**config.mk**
```make
export PLATFORM = sky130hd
export DESIGN_NAME = dcache_miss
export DESIGN_NICKNAME = d
export VERILOG_FILES = /design/src/hw/miss_pkg.sv /design/src/hw/miss_table.sv /design/src/hw/miss_fetch.sv /design/src/hw/miss_wakeup.sv /design/src/hw/dcache_miss.sv
export SDC_FILE = /design/constraint.sdc
export NUM_CORES = 2
export LEC_CHECK = 0
export ABC_AREA = 1
export BUFFER_PORTS_ARGS = -buffer_cell sky130_fd_sc_hd__buf_2
export CAP_MARGIN = 5
export CORE_MARGIN = 10
export CORE_UTILIZATION = 30
export DETAILED_ROUTE_END_ITERATION = 6
export RECOVER_POWER = 100
export SLEW_MARGIN = 20
export SYNTH_ARGS = -nofsm -noshare
export SYNTH_HDL_FRONTEND = slang
export SYNTH_SLANG_ARGS = --single-unit
```
**constraint.sdc**
```tcl
create_clock -name clk -period 22.7 [get_ports clk]
set_clock_uncertainty 0.15 [all_clocks]
set_input_delay 4.54 -clock clk [delete_from_list [all_inputs] [get_ports clk]]
set_output_delay 4.54 -clock clk [all_outputs]
set_load 0.02 [all_outputs]
```
**src/hw/miss_pkg.sv**
```systemverilog
package miss_pkg;

    // physical address and data widths
    localparam int paddr_width = 32;
    localparam int word_bits = 64;

    // a line holds 4 words of 8 bytes
    localparam int line_words = 4;
    localparam int line_offset_width = 5;
    localparam int word_sel_width = 2;
    localparam int word_offset_width = line_offset_width - word_sel_width;
    localparam int line_addr_width = paddr_width - line_offset_width;

    localparam int lq_idx_width = 5;

    typedef logic [line_addr_width-1:0] line_addr_t;
    typedef logic [word_bits-1:0] word_t;
    // word 0 sits in the low bits
    typedef logic [line_words-1:0][word_bits-1:0] line_t;

    // read-address channel states
    typedef enum logic {
        fetch_idle,
        fetch_req
    } fetch_state_t;

endpackage

```
**src/hw/miss_table.sv**
```systemverilog
`timescale 1ns/1ps

module miss_table #(
    parameter int load_ports = 2,
    parameter int miss_entries = 4,
    localparam int entry_bits = $clog2(miss_entries)
) (
    input  logic clk,
    input  logic rst,
    input  logic [load_ports-1:0] ld_valid,
    input  logic [load_ports-1:0][miss_pkg::paddr_width-1:0] ld_addr,
    input  logic [load_ports-1:0] slot_free,
    input  logic [miss_entries-1:0] entry_waiting,
    input  logic fetch_issue,
    input  logic [entry_bits-1:0] fetch_entry,
    input  logic line_done,
    input  logic [entry_bits-1:0] done_entry,
    input  miss_pkg::line_t done_line,
    input  logic refill_ready,
    output logic [load_ports-1:0] ld_full,
    output logic [load_ports-1:0] alloc_valid,
    output logic [load_ports-1:0][entry_bits-1:0] alloc_entry,
    output logic [load_ports-1:0][miss_pkg::word_sel_width-1:0] alloc_word,
    output logic [miss_entries-1:0] fetch_pending,
    output miss_pkg::line_addr_t [miss_entries-1:0] entry_addr,
    output logic [miss_entries-1:0] line_ready,
    output miss_pkg::line_t [miss_entries-1:0] entry_data,
    output logic refill_valid,
    output logic [miss_pkg::paddr_width-1:0] refill_addr,
    output miss_pkg::line_t refill_data
);

    logic [miss_entries-1:0] entry_valid;
    logic [miss_entries-1:0] refilled;
    logic [miss_entries-1:0] merge_hit;
    logic [miss_entries-1:0] retire;
    logic [load_ports-1:0] new_alloc;
    miss_pkg::line_addr_t [load_ports-1:0] ld_line;

    logic refill_busy;
    logic [entry_bits-1:0] refill_sel;
    logic [entry_bits-1:0] refill_pick;
    logic refill_found;

    always_comb begin
        for (int i = 0; i < load_ports; i++) begin
            ld_line[i] = ld_addr[i][miss_pkg::paddr_width-1:miss_pkg::line_offset_width];
            alloc_word[i] = ld_addr[i][miss_pkg::word_offset_width +: miss_pkg::word_sel_width];
        end
    end

    // match, same-cycle merge, then free entry in port order
    always_comb begin
        logic [miss_entries-1:0] taken;
        logic hit;
        logic same;
        logic found;
        logic [entry_bits-1:0] idx;
        taken = '0;
        new_alloc = '0;
        alloc_valid = '0;
        alloc_entry = '0;
        for (int i = 0; i < load_ports; i++) begin
            hit = 1'b0;
            same = 1'b0;
            found = 1'b0;
            idx = '0;
            for (int j = miss_entries - 1; j >= 0; j--) begin
                if (entry_valid[j] && entry_addr[j] == ld_line[i]) begin
                    hit = 1'b1;
                    idx = entry_bits'(j);
                end
            end
            // lower port already opened this line
            for (int k = 0; k < i; k++) begin
                if (!hit && !same && new_alloc[k] && ld_line[k] == ld_line[i]) begin
                    same = 1'b1;
                    idx = alloc_entry[k];
                end
            end
            if (!hit && !same) begin
                for (int j = miss_entries - 1; j >= 0; j--) begin
                    if (!entry_valid[j] && !taken[j]) begin
                        found = 1'b1;
                        idx = entry_bits'(j);
                    end
                end
            end
            alloc_valid[i] = ld_valid[i] && slot_free[i] && (hit || same || found);
            alloc_entry[i] = idx;
            if (alloc_valid[i] && !hit && !same) begin
                new_alloc[i] = 1'b1;
                taken[idx] = 1'b1;
            end
        end
    end

    // a load merging this cycle keeps its entry alive
    always_comb begin
        merge_hit = '0;
        for (int i = 0; i < load_ports; i++) begin
            if (alloc_valid[i]) begin
                merge_hit[alloc_entry[i]] = 1'b1;
            end
        end
    end

    assign retire = entry_valid & line_ready & refilled & ~entry_waiting & ~merge_hit;

    always_comb begin
        refill_found = 1'b0;
        refill_pick = '0;
        for (int j = miss_entries - 1; j >= 0; j--) begin
            if (entry_valid[j] && line_ready[j] && !refilled[j]) begin
                refill_found = 1'b1;
                refill_pick = entry_bits'(j);
            end
        end
    end

    always_ff @(posedge clk or negedge rst) begin
        if (!rst) begin
            ld_full <= '0;
            entry_valid <= '0;
            fetch_pending <= '0;
            line_ready <= '0;
            refilled <= '0;
            refill_busy <= 1'b0;
            refill_sel <= '0;
        end else begin
            ld_full <= ld_valid & ~alloc_valid;
            for (int i = 0; i < load_ports; i++) begin
                if (new_alloc[i]) begin
                    entry_valid[alloc_entry[i]] <= 1'b1;
                    fetch_pending[alloc_entry[i]] <= 1'b1;
                    line_ready[alloc_entry[i]] <= 1'b0;
                    refilled[alloc_entry[i]] <= 1'b0;
                end
            end
            if (fetch_issue) begin
                fetch_pending[fetch_entry] <= 1'b0;
            end
            if (line_done) begin
                line_ready[done_entry] <= 1'b1;
            end
            // refill choice is locked until the cache takes it
            if (refill_busy) begin
                if (refill_ready) begin
                    refilled[refill_sel] <= 1'b1;
                    refill_busy <= 1'b0;
                end
            end else if (refill_found) begin
                refill_busy <= 1'b1;
                refill_sel <= refill_pick;
            end
            for (int j = 0; j < miss_entries; j++) begin
                if (retire[j]) begin
                    entry_valid[j] <= 1'b0;
                    line_ready[j] <= 1'b0;
                    refilled[j] <= 1'b0;
                end
            end
        end
    end

    always_ff @(posedge clk) begin
        for (int i = 0; i < load_ports; i++) begin
            if (new_alloc[i]) begin
                entry_addr[alloc_entry[i]] <= ld_line[i];
            end
        end
        if (line_done) begin
            entry_data[done_entry] <= done_line;
        end
    end

    assign refill_valid = refill_busy;
    assign refill_addr = {entry_addr[refill_sel], {miss_pkg::line_offset_width{1'b0}}};
    assign refill_data = entry_data[refill_sel];

endmodule

```
**src/hw/miss_fetch.sv**
```systemverilog
`timescale 1ns/1ps

module miss_fetch #(
    parameter int miss_entries = 4,
    parameter int id_count = 2,
    localparam int entry_bits = $clog2(miss_entries),
    localparam int id_bits = $clog2(id_count)
) (
    input  logic clk,
    input  logic rst,
    input  logic [miss_entries-1:0] fetch_pending,
    input  miss_pkg::line_addr_t [miss_entries-1:0] entry_addr,
    input  logic ar_ready,
    input  logic r_valid,
    input  logic [id_bits-1:0] r_id,
    input  miss_pkg::word_t r_data,
    input  logic r_last,
    output logic ar_valid,
    output logic [miss_pkg::paddr_width-1:0] ar_addr,
    output logic [id_bits-1:0] ar_id,
    output logic fetch_issue,
    output logic [entry_bits-1:0] fetch_entry,
    output logic line_done,
    output logic [entry_bits-1:0] done_entry,
    output miss_pkg::line_t done_line
);

    miss_pkg::fetch_state_t state;

    logic [id_count-1:0] id_busy;
    logic [entry_bits-1:0] id_map [id_count];
    logic [miss_pkg::word_sel_width-1:0] beat_cnt [id_count];
    miss_pkg::line_t line_buf [id_count];

    logic [entry_bits-1:0] pend_idx;
    logic pend_any;
    logic [id_bits-1:0] free_id;
    logic free_any;
    logic [entry_bits-1:0] req_entry;
    logic [id_bits-1:0] done_id;

    // lowest pending entry and lowest free id
    always_comb begin
        pend_any = 1'b0;
        pend_idx = '0;
        for (int j = miss_entries - 1; j >= 0; j--) begin
            if (fetch_pending[j]) begin
                pend_any = 1'b1;
                pend_idx = entry_bits'(j);
            end
        end
        free_any = 1'b0;
        free_id = '0;
        for (int k = id_count - 1; k >= 0; k--) begin
            if (!id_busy[k]) begin
                free_any = 1'b1;
                free_id = id_bits'(k);
            end
        end
    end

    assign ar_valid = (state == miss_pkg::fetch_req);
    assign fetch_issue = ar_valid && ar_ready;
    assign fetch_entry = req_entry;

    always_ff @(posedge clk or negedge rst) begin
        if (!rst) begin
            state <= miss_pkg::fetch_idle;
            id_busy <= '0;
            line_done <= 1'b0;
            for (int k = 0; k < id_count; k++) begin
                beat_cnt[k] <= '0;
            end
        end else begin
            case (state)
                miss_pkg::fetch_idle: begin
                    if (pend_any && free_any) begin
                        id_busy[free_id] <= 1'b1;
                        state <= miss_pkg::fetch_req;
                    end
                end
                miss_pkg::fetch_req: begin
                    if (ar_ready) begin
                        state <= miss_pkg::fetch_idle;
                    end
                end
                default: state <= miss_pkg::fetch_idle;
            endcase
            if (r_valid) begin
                beat_cnt[r_id] <= beat_cnt[r_id] + 1'b1;
            end
            // id free again once its burst ends
            if (r_valid && r_last) begin
                id_busy[r_id] <= 1'b0;
            end
            line_done <= r_valid && r_last;
        end
    end

    always_ff @(posedge clk) begin
        if (state == miss_pkg::fetch_idle && pend_any && free_any) begin
            ar_addr <= {entry_addr[pend_idx], {miss_pkg::line_offset_width{1'b0}}};
            ar_id <= free_id;
            req_entry <= pend_idx;
            id_map[free_id] <= pend_idx;
        end
        if (r_valid) begin
            line_buf[r_id][beat_cnt[r_id]] <= r_data;
        end
        done_entry <= id_map[r_id];
        done_id <= r_id;
    end

    // last beat lands in the buffer on the same edge
    assign done_line = line_buf[done_id];

endmodule

```
**src/hw/miss_wakeup.sv**
```systemverilog
`timescale 1ns/1ps

module miss_wakeup #(
    parameter int load_ports = 2,
    parameter int miss_entries = 4,
    parameter int wait_slots = 4,
    localparam int entry_bits = $clog2(miss_entries),
    localparam int slot_bits = $clog2(wait_slots)
) (
    input  logic clk,
    input  logic rst,
    input  logic [load_ports-1:0] alloc_valid,
    input  logic [load_ports-1:0][entry_bits-1:0] alloc_entry,
    input  logic [load_ports-1:0][miss_pkg::word_sel_width-1:0] alloc_word,
    input  logic [load_ports-1:0][miss_pkg::lq_idx_width-1:0] ld_lq_idx,
    input  logic [miss_entries-1:0] line_ready,
    input  miss_pkg::line_t [miss_entries-1:0] entry_data,
    output logic [load_ports-1:0] slot_free,
    output logic [miss_entries-1:0] entry_waiting,
    output logic [load_ports-1:0] wake_valid,
    output logic [load_ports-1:0][miss_pkg::lq_idx_width-1:0] wake_lq_idx,
    output miss_pkg::word_t [load_ports-1:0] wake_data
);

    logic [wait_slots-1:0] slot_used [load_ports];
    logic [entry_bits-1:0] slot_entry [load_ports][wait_slots];
    logic [miss_pkg::word_sel_width-1:0] slot_word [load_ports][wait_slots];
    logic [miss_pkg::lq_idx_width-1:0] slot_lq [load_ports][wait_slots];

    logic [slot_bits-1:0] free_idx [load_ports];
    logic [slot_bits-1:0] wake_idx [load_ports];
    logic [load_ports-1:0] wake_hit;

    // lowest free slot and lowest ready slot of each port
    always_comb begin
        for (int i = 0; i < load_ports; i++) begin
            slot_free[i] = 1'b0;
            free_idx[i] = '0;
            wake_hit[i] = 1'b0;
            wake_idx[i] = '0;
            for (int s = wait_slots - 1; s >= 0; s--) begin
                if (!slot_used[i][s]) begin
                    slot_free[i] = 1'b1;
                    free_idx[i] = slot_bits'(s);
                end
                if (slot_used[i][s] && line_ready[slot_entry[i][s]]) begin
                    wake_hit[i] = 1'b1;
                    wake_idx[i] = slot_bits'(s);
                end
            end
        end
    end

    always_comb begin
        entry_waiting = '0;
        for (int i = 0; i < load_ports; i++) begin
            for (int s = 0; s < wait_slots; s++) begin
                if (slot_used[i][s]) begin
                    entry_waiting[slot_entry[i][s]] = 1'b1;
                end
            end
        end
    end

    always_ff @(posedge clk or negedge rst) begin
        if (!rst) begin
            wake_valid <= '0;
            for (int i = 0; i < load_ports; i++) begin
                slot_used[i] <= '0;
            end
        end else begin
            wake_valid <= wake_hit;
            for (int i = 0; i < load_ports; i++) begin
                // free slot and woken slot never coincide
                if (alloc_valid[i]) begin
                    slot_used[i][free_idx[i]] <= 1'b1;
                end
                if (wake_hit[i]) begin
                    slot_used[i][wake_idx[i]] <= 1'b0;
                end
            end
        end
    end

    always_ff @(posedge clk) begin
        for (int i = 0; i < load_ports; i++) begin
            if (alloc_valid[i]) begin
                slot_entry[i][free_idx[i]] <= alloc_entry[i];
                slot_word[i][free_idx[i]] <= alloc_word[i];
                slot_lq[i][free_idx[i]] <= ld_lq_idx[i];
            end
            wake_lq_idx[i] <= slot_lq[i][wake_idx[i]];
            wake_data[i] <= entry_data[slot_entry[i][wake_idx[i]]][slot_word[i][wake_idx[i]]];
        end
    end

endmodule

```
**src/hw/dcache_miss.sv**
```systemverilog
`timescale 1ns/1ps

module dcache_miss #(
    parameter int load_ports = 2,
    parameter int miss_entries = 4,
    parameter int wait_slots = 4,
    parameter int id_count = 2,
    localparam int entry_bits = $clog2(miss_entries),
    localparam int id_bits = $clog2(id_count)
) (
    input  logic clk,
    input  logic rst,
    input  logic [load_ports-1:0] ld_valid,
    input  logic [load_ports-1:0][miss_pkg::paddr_width-1:0] ld_addr,
    input  logic [load_ports-1:0][miss_pkg::lq_idx_width-1:0] ld_lq_idx,
    output logic [load_ports-1:0] ld_full,
    output logic ar_valid,
    output logic [miss_pkg::paddr_width-1:0] ar_addr,
    output logic [id_bits-1:0] ar_id,
    input  logic ar_ready,
    input  logic r_valid,
    input  logic [id_bits-1:0] r_id,
    input  miss_pkg::word_t r_data,
    input  logic r_last,
    output logic refill_valid,
    output logic [miss_pkg::paddr_width-1:0] refill_addr,
    output miss_pkg::line_t refill_data,
    input  logic refill_ready,
    output logic [load_ports-1:0] wake_valid,
    output logic [load_ports-1:0][miss_pkg::lq_idx_width-1:0] wake_lq_idx,
    output miss_pkg::word_t [load_ports-1:0] wake_data
);

    logic [load_ports-1:0] slot_free;
    logic [miss_entries-1:0] entry_waiting;
    logic [load_ports-1:0] alloc_valid;
    logic [load_ports-1:0][entry_bits-1:0] alloc_entry;
    logic [load_ports-1:0][miss_pkg::word_sel_width-1:0] alloc_word;
    logic [miss_entries-1:0] fetch_pending;
    miss_pkg::line_addr_t [miss_entries-1:0] entry_addr;
    logic [miss_entries-1:0] line_ready;
    miss_pkg::line_t [miss_entries-1:0] entry_data;
    logic fetch_issue;
    logic [entry_bits-1:0] fetch_entry;
    logic line_done;
    logic [entry_bits-1:0] done_entry;
    miss_pkg::line_t done_line;

    miss_table #(
        .load_ports(load_ports),
        .miss_entries(miss_entries)
    ) u_table (
        .clk(clk),
        .rst(rst),
        .ld_valid(ld_valid),
        .ld_addr(ld_addr),
        .slot_free(slot_free),
        .entry_waiting(entry_waiting),
        .fetch_issue(fetch_issue),
        .fetch_entry(fetch_entry),
        .line_done(line_done),
        .done_entry(done_entry),
        .done_line(done_line),
        .refill_ready(refill_ready),
        .ld_full(ld_full),
        .alloc_valid(alloc_valid),
        .alloc_entry(alloc_entry),
        .alloc_word(alloc_word),
        .fetch_pending(fetch_pending),
        .entry_addr(entry_addr),
        .line_ready(line_ready),
        .entry_data(entry_data),
        .refill_valid(refill_valid),
        .refill_addr(refill_addr),
        .refill_data(refill_data)
    );

    miss_fetch #(
        .miss_entries(miss_entries),
        .id_count(id_count)
    ) u_fetch (
        .clk(clk),
        .rst(rst),
        .fetch_pending(fetch_pending),
        .entry_addr(entry_addr),
        .ar_ready(ar_ready),
        .r_valid(r_valid),
        .r_id(r_id),
        .r_data(r_data),
        .r_last(r_last),
        .ar_valid(ar_valid),
        .ar_addr(ar_addr),
        .ar_id(ar_id),
        .fetch_issue(fetch_issue),
        .fetch_entry(fetch_entry),
        .line_done(line_done),
        .done_entry(done_entry),
        .done_line(done_line)
    );

    miss_wakeup #(
        .load_ports(load_ports),
        .miss_entries(miss_entries),
        .wait_slots(wait_slots)
    ) u_wakeup (
        .clk(clk),
        .rst(rst),
        .alloc_valid(alloc_valid),
        .alloc_entry(alloc_entry),
        .alloc_word(alloc_word),
        .ld_lq_idx(ld_lq_idx),
        .line_ready(line_ready),
        .entry_data(entry_data),
        .slot_free(slot_free),
        .entry_waiting(entry_waiting),
        .wake_valid(wake_valid),
        .wake_lq_idx(wake_lq_idx),
        .wake_data(wake_data)
    );

endmodule

```
==> flow_metrics.tcl <==
set metrics [dict create \
    critPathMostFrequentCell "clkbuf_1" \
    yosysMostFrequentCell "nand2_1" \
    start_kind "flip-flop" \
    yosys.area.top_type_share_pct 52.0 \
    max_freq_ghz 0.0633 \
    finalSetupViolations 0 \
    die_area_um2 339000 \
    die_w_um 582 \
    place_congestion 1.02 \
    crit_chain "inv_1 -> nand2_1 -> clkinvlp_2 -> clkbuf_1 -> clkbuf_1 -> a22oi_1 -> nand2_1 -> clkbuf_1" \
    final_nets 9961 \
    max_stage_delay_ps 3150 \
    fin_crit_ps 15810 \
    hold_viol_final 0 \
    drv_slew 3206 \
    rr_endpoint "u_wakeup.wake_data[88]$_DFF_P_" \
    synth-edff-count 1642 \
    async_reset_ff_share_pct 2.02 \
    critPathMaxFanout 53 \
    r2r_setup_slack_ps 7040 \
    routed_wl_um 372000 \
    synthesis.area_um2 94800 \
    cpLargestDelayFamily "buffers and inverters" \
    outcome "complete, but fails checks" \
    cts_resized 0 \
    whs_ps 261 \
    area_delta_synth_final_pct 13.0 \
    ant_nets 0 \
    cp-startpoint "u_table.refill_sel[0]$_DFFE_PN0P_" \
    grt_pass1_vias 72500 \
    synth-warning-count 0 \
    clk_latency_ps 910 \
    cts_made_buffers 213 \
    clock-sinks 1930 \
    cts_buffer_depth 4 \
    min_path_type "flip-flop to flip-flop" \
    rsz0062_at_grt "no" \
    synth.distinct_cells 62 \
    crit_type "flip-flop to output port" \
    clk_pin_slew_worst_paths_ps 60 \
    tightest_slew_ps 8240 \
    ios 612 \
    synth-seq-cells 1930 \
    initial_core_util_pct 30.1 \
    synth_top_area_cell "edfxtp_1" \
    postCtsSetupRepairBufs 0 \
    cap_violations 76 \
    endpoint "refill_data[253]" \
    drt-wirelength-per-cell_um 26.3 \
    cts_hold_buf 0 \
    grt_antenna_before_repair 61 \
    vias 77500 \
    peakVddDrop_mv 0.230 \
    finalNonFillerCells 14200 \
    slew_headroom_pct -449 \
    holdPathStages 2 \
    grt_pass1_wl_um 524000 \
    rows 206 \
    required_ps 18010 \
    synth_ff_type "edfxtp_1" \
    end_kind "output port" \
    synth_area_leaders "edfxtp_1 52%, nand2_1 8.5%, o211ai_1 6.6%, dfxtp_1 5.3%, nand3_1 4.0%" \
    ff2ff_path_depth 17 \
    overflow 0 \
    min_period_over_period_pct 69.6 \
    drt_iter0_markers 9185 \
    power-per-cell-area_nw_per_um2 175 \
    clockRootBuffer "clkbuf_16" \
    first_pass_iters 6 \
    drc 0 \
    hpwl_um 231000 \
    slowest_stage "clkbuf_1" \
    grt_max_degree 238 \
    drive_above_1_share_pct 5.27 \
    dpl.cell_count 13800 \
    seq_area_frac_synth_pct 58.3 \
    worstReg2RegStart "u_table.line_ready[1]$_DFF_PN0_" \
    synth_common_cells "2146 x nand2_1, 1642 x edfxtp_1, 904 x inv_1" \
    grtUsageTotal_pct 20.7 \
    syn_area_per_cell_um2 9.91 \
    violations "max-capacitance violations, max-slew violations" \
    path_buf_inv 5 \
    synth_cells 9571 \
    die_h_um 582 \
    p_leak_nw 39.4 \
    cp.depth 8 \
    coreArea_um2 315000 \
    critPathArrivalTime_ps 11120 \
    htree_levels 4 \
    cts_tree "done" \
    io_buffers 595 \
    vias_per_cell 5.47 \
    final.setup.tns_ps 0 \
]
[worst min-delay path by stage]
| stage | from | slack (ps) | endpoint |
|---|---|---|---|
| finish | u_wakeup.slot_lq[0][18]$_DFFE_PP_ | 260 | u_wakeup.wake_lq_idx[3]$_DFF_P_ |
| global route | u_fetch.id_map[0][0]$_DFFE_PP_ | 300 | u_fetch.done_entry[0]$_DFF_P_ |
| CTS | u_wakeup.slot_lq[0][18]$_DFFE_PP_ | 290 | u_wakeup.wake_lq_idx[3]$_DFF_P_ |
| detailed placement | u_fetch.id_map[0][0]$_DFFE_PP_ | 290 | u_fetch.done_entry[0]$_DFF_P_ |
| global placement | u_fetch.id_map[0][1]$_DFFE_PP_ | 280 | u_fetch.done_entry[1]$_DFF_P_ |
| floorplan | u_fetch.id_map[0][0]$_DFFE_PP_ | 260 | u_fetch.done_entry[0]$_DFF_P_ |
[routing by layer]
layer / routed length [um] / GRT usage (%) / up-vias
li1: - / - / 34700
met3: 35800 / 4.10 / 853
met4: 18200 / 9.26 / 26
met2: 166000 / 32.4 / 4253
met5: 171 / 0 / -
met1: 152000 / 27.9 / 37600
[per-stage QoR]
stage	setup WS [ps]	power (W)	util, %	area (um^2)
floorplan	3740	0.0112	-	94900
global placement	13320	0.0153	32.2	101000
detailed placement	13330	0.0153	32.2	101000
CTS	12760	0.0188	34.4	108000
global route	6360	0.0198	34.0	107000
finish	6890	0.0187	34.0	107000
[worst reg2reg max path, delay by kind of cell, from the launching register on]
| family | cells | cell delay, ps |
|---|---|---|
| simple gates | 7 | 4630 |
| buf+inv | 6 | 9260 |
| flops | 1 | 520 |
| compound gates | 4 | 940 |
[layout make-up]
cell class,count,area (um^2)
diodes,21,52.6
fillers,32000,208000
flip-flops and latches,1930,55300
repair buffers,715,3100
inverters,961,3640
clock inverters,89,930
clock buffers,307,5970
well taps,4160,5200
multi-input cells,5989,33000
[where the power goes]
group	switching [W]	internal [W]	total, W
sequential	0.000361	0.00439	0.00475
combinational	0.00788	0.00269	0.0106
clock	0.00148	0.00195	0.00343
[placed cells by master (no fill, tap or decap), types with 72 or more instances in the layout]
cell type and count:
clkbuf_16 214, nand4_1 85, inv_1 904, o221ai_1 154
edfxtp_1 1642, clkbuf_1 651, mux2_1 256, nand3_1 769
dfxtp_1 249, nor2_1 405, o21ai_1 91, buf_2 72
nand2_1 2154, o21ai_0 409, a22oi_1 493, o211ai_1 836
a21oi_1 110
[registers in the layout, indices dropped and copies added (netlist names), 10 cells and up, named ones only]
signal                flops
u_wakeup.slot_lq         40
u_table.entry_data     1024
u_wakeup.slot_entry      16
u_wakeup.wake_lq_idx     10
u_fetch.ar_addr          27
u_fetch.line_buf        512
u_table.entry_addr      108
u_wakeup.wake_data      128
u_wakeup.slot_word       16
[cells by family after synthesis]
group,count (synthesis),share of synthesized area (%)
fa+ha+maj,4,0.0528
other cells,1,0.00395
mux,256,3.04
flops,1930,58.3
buf+inv,1661,6.99
simple gates,3511,15.5
compound gates,2148,15.6
xor+xnor,60,0.554
(Power assumes the default switching activity.)
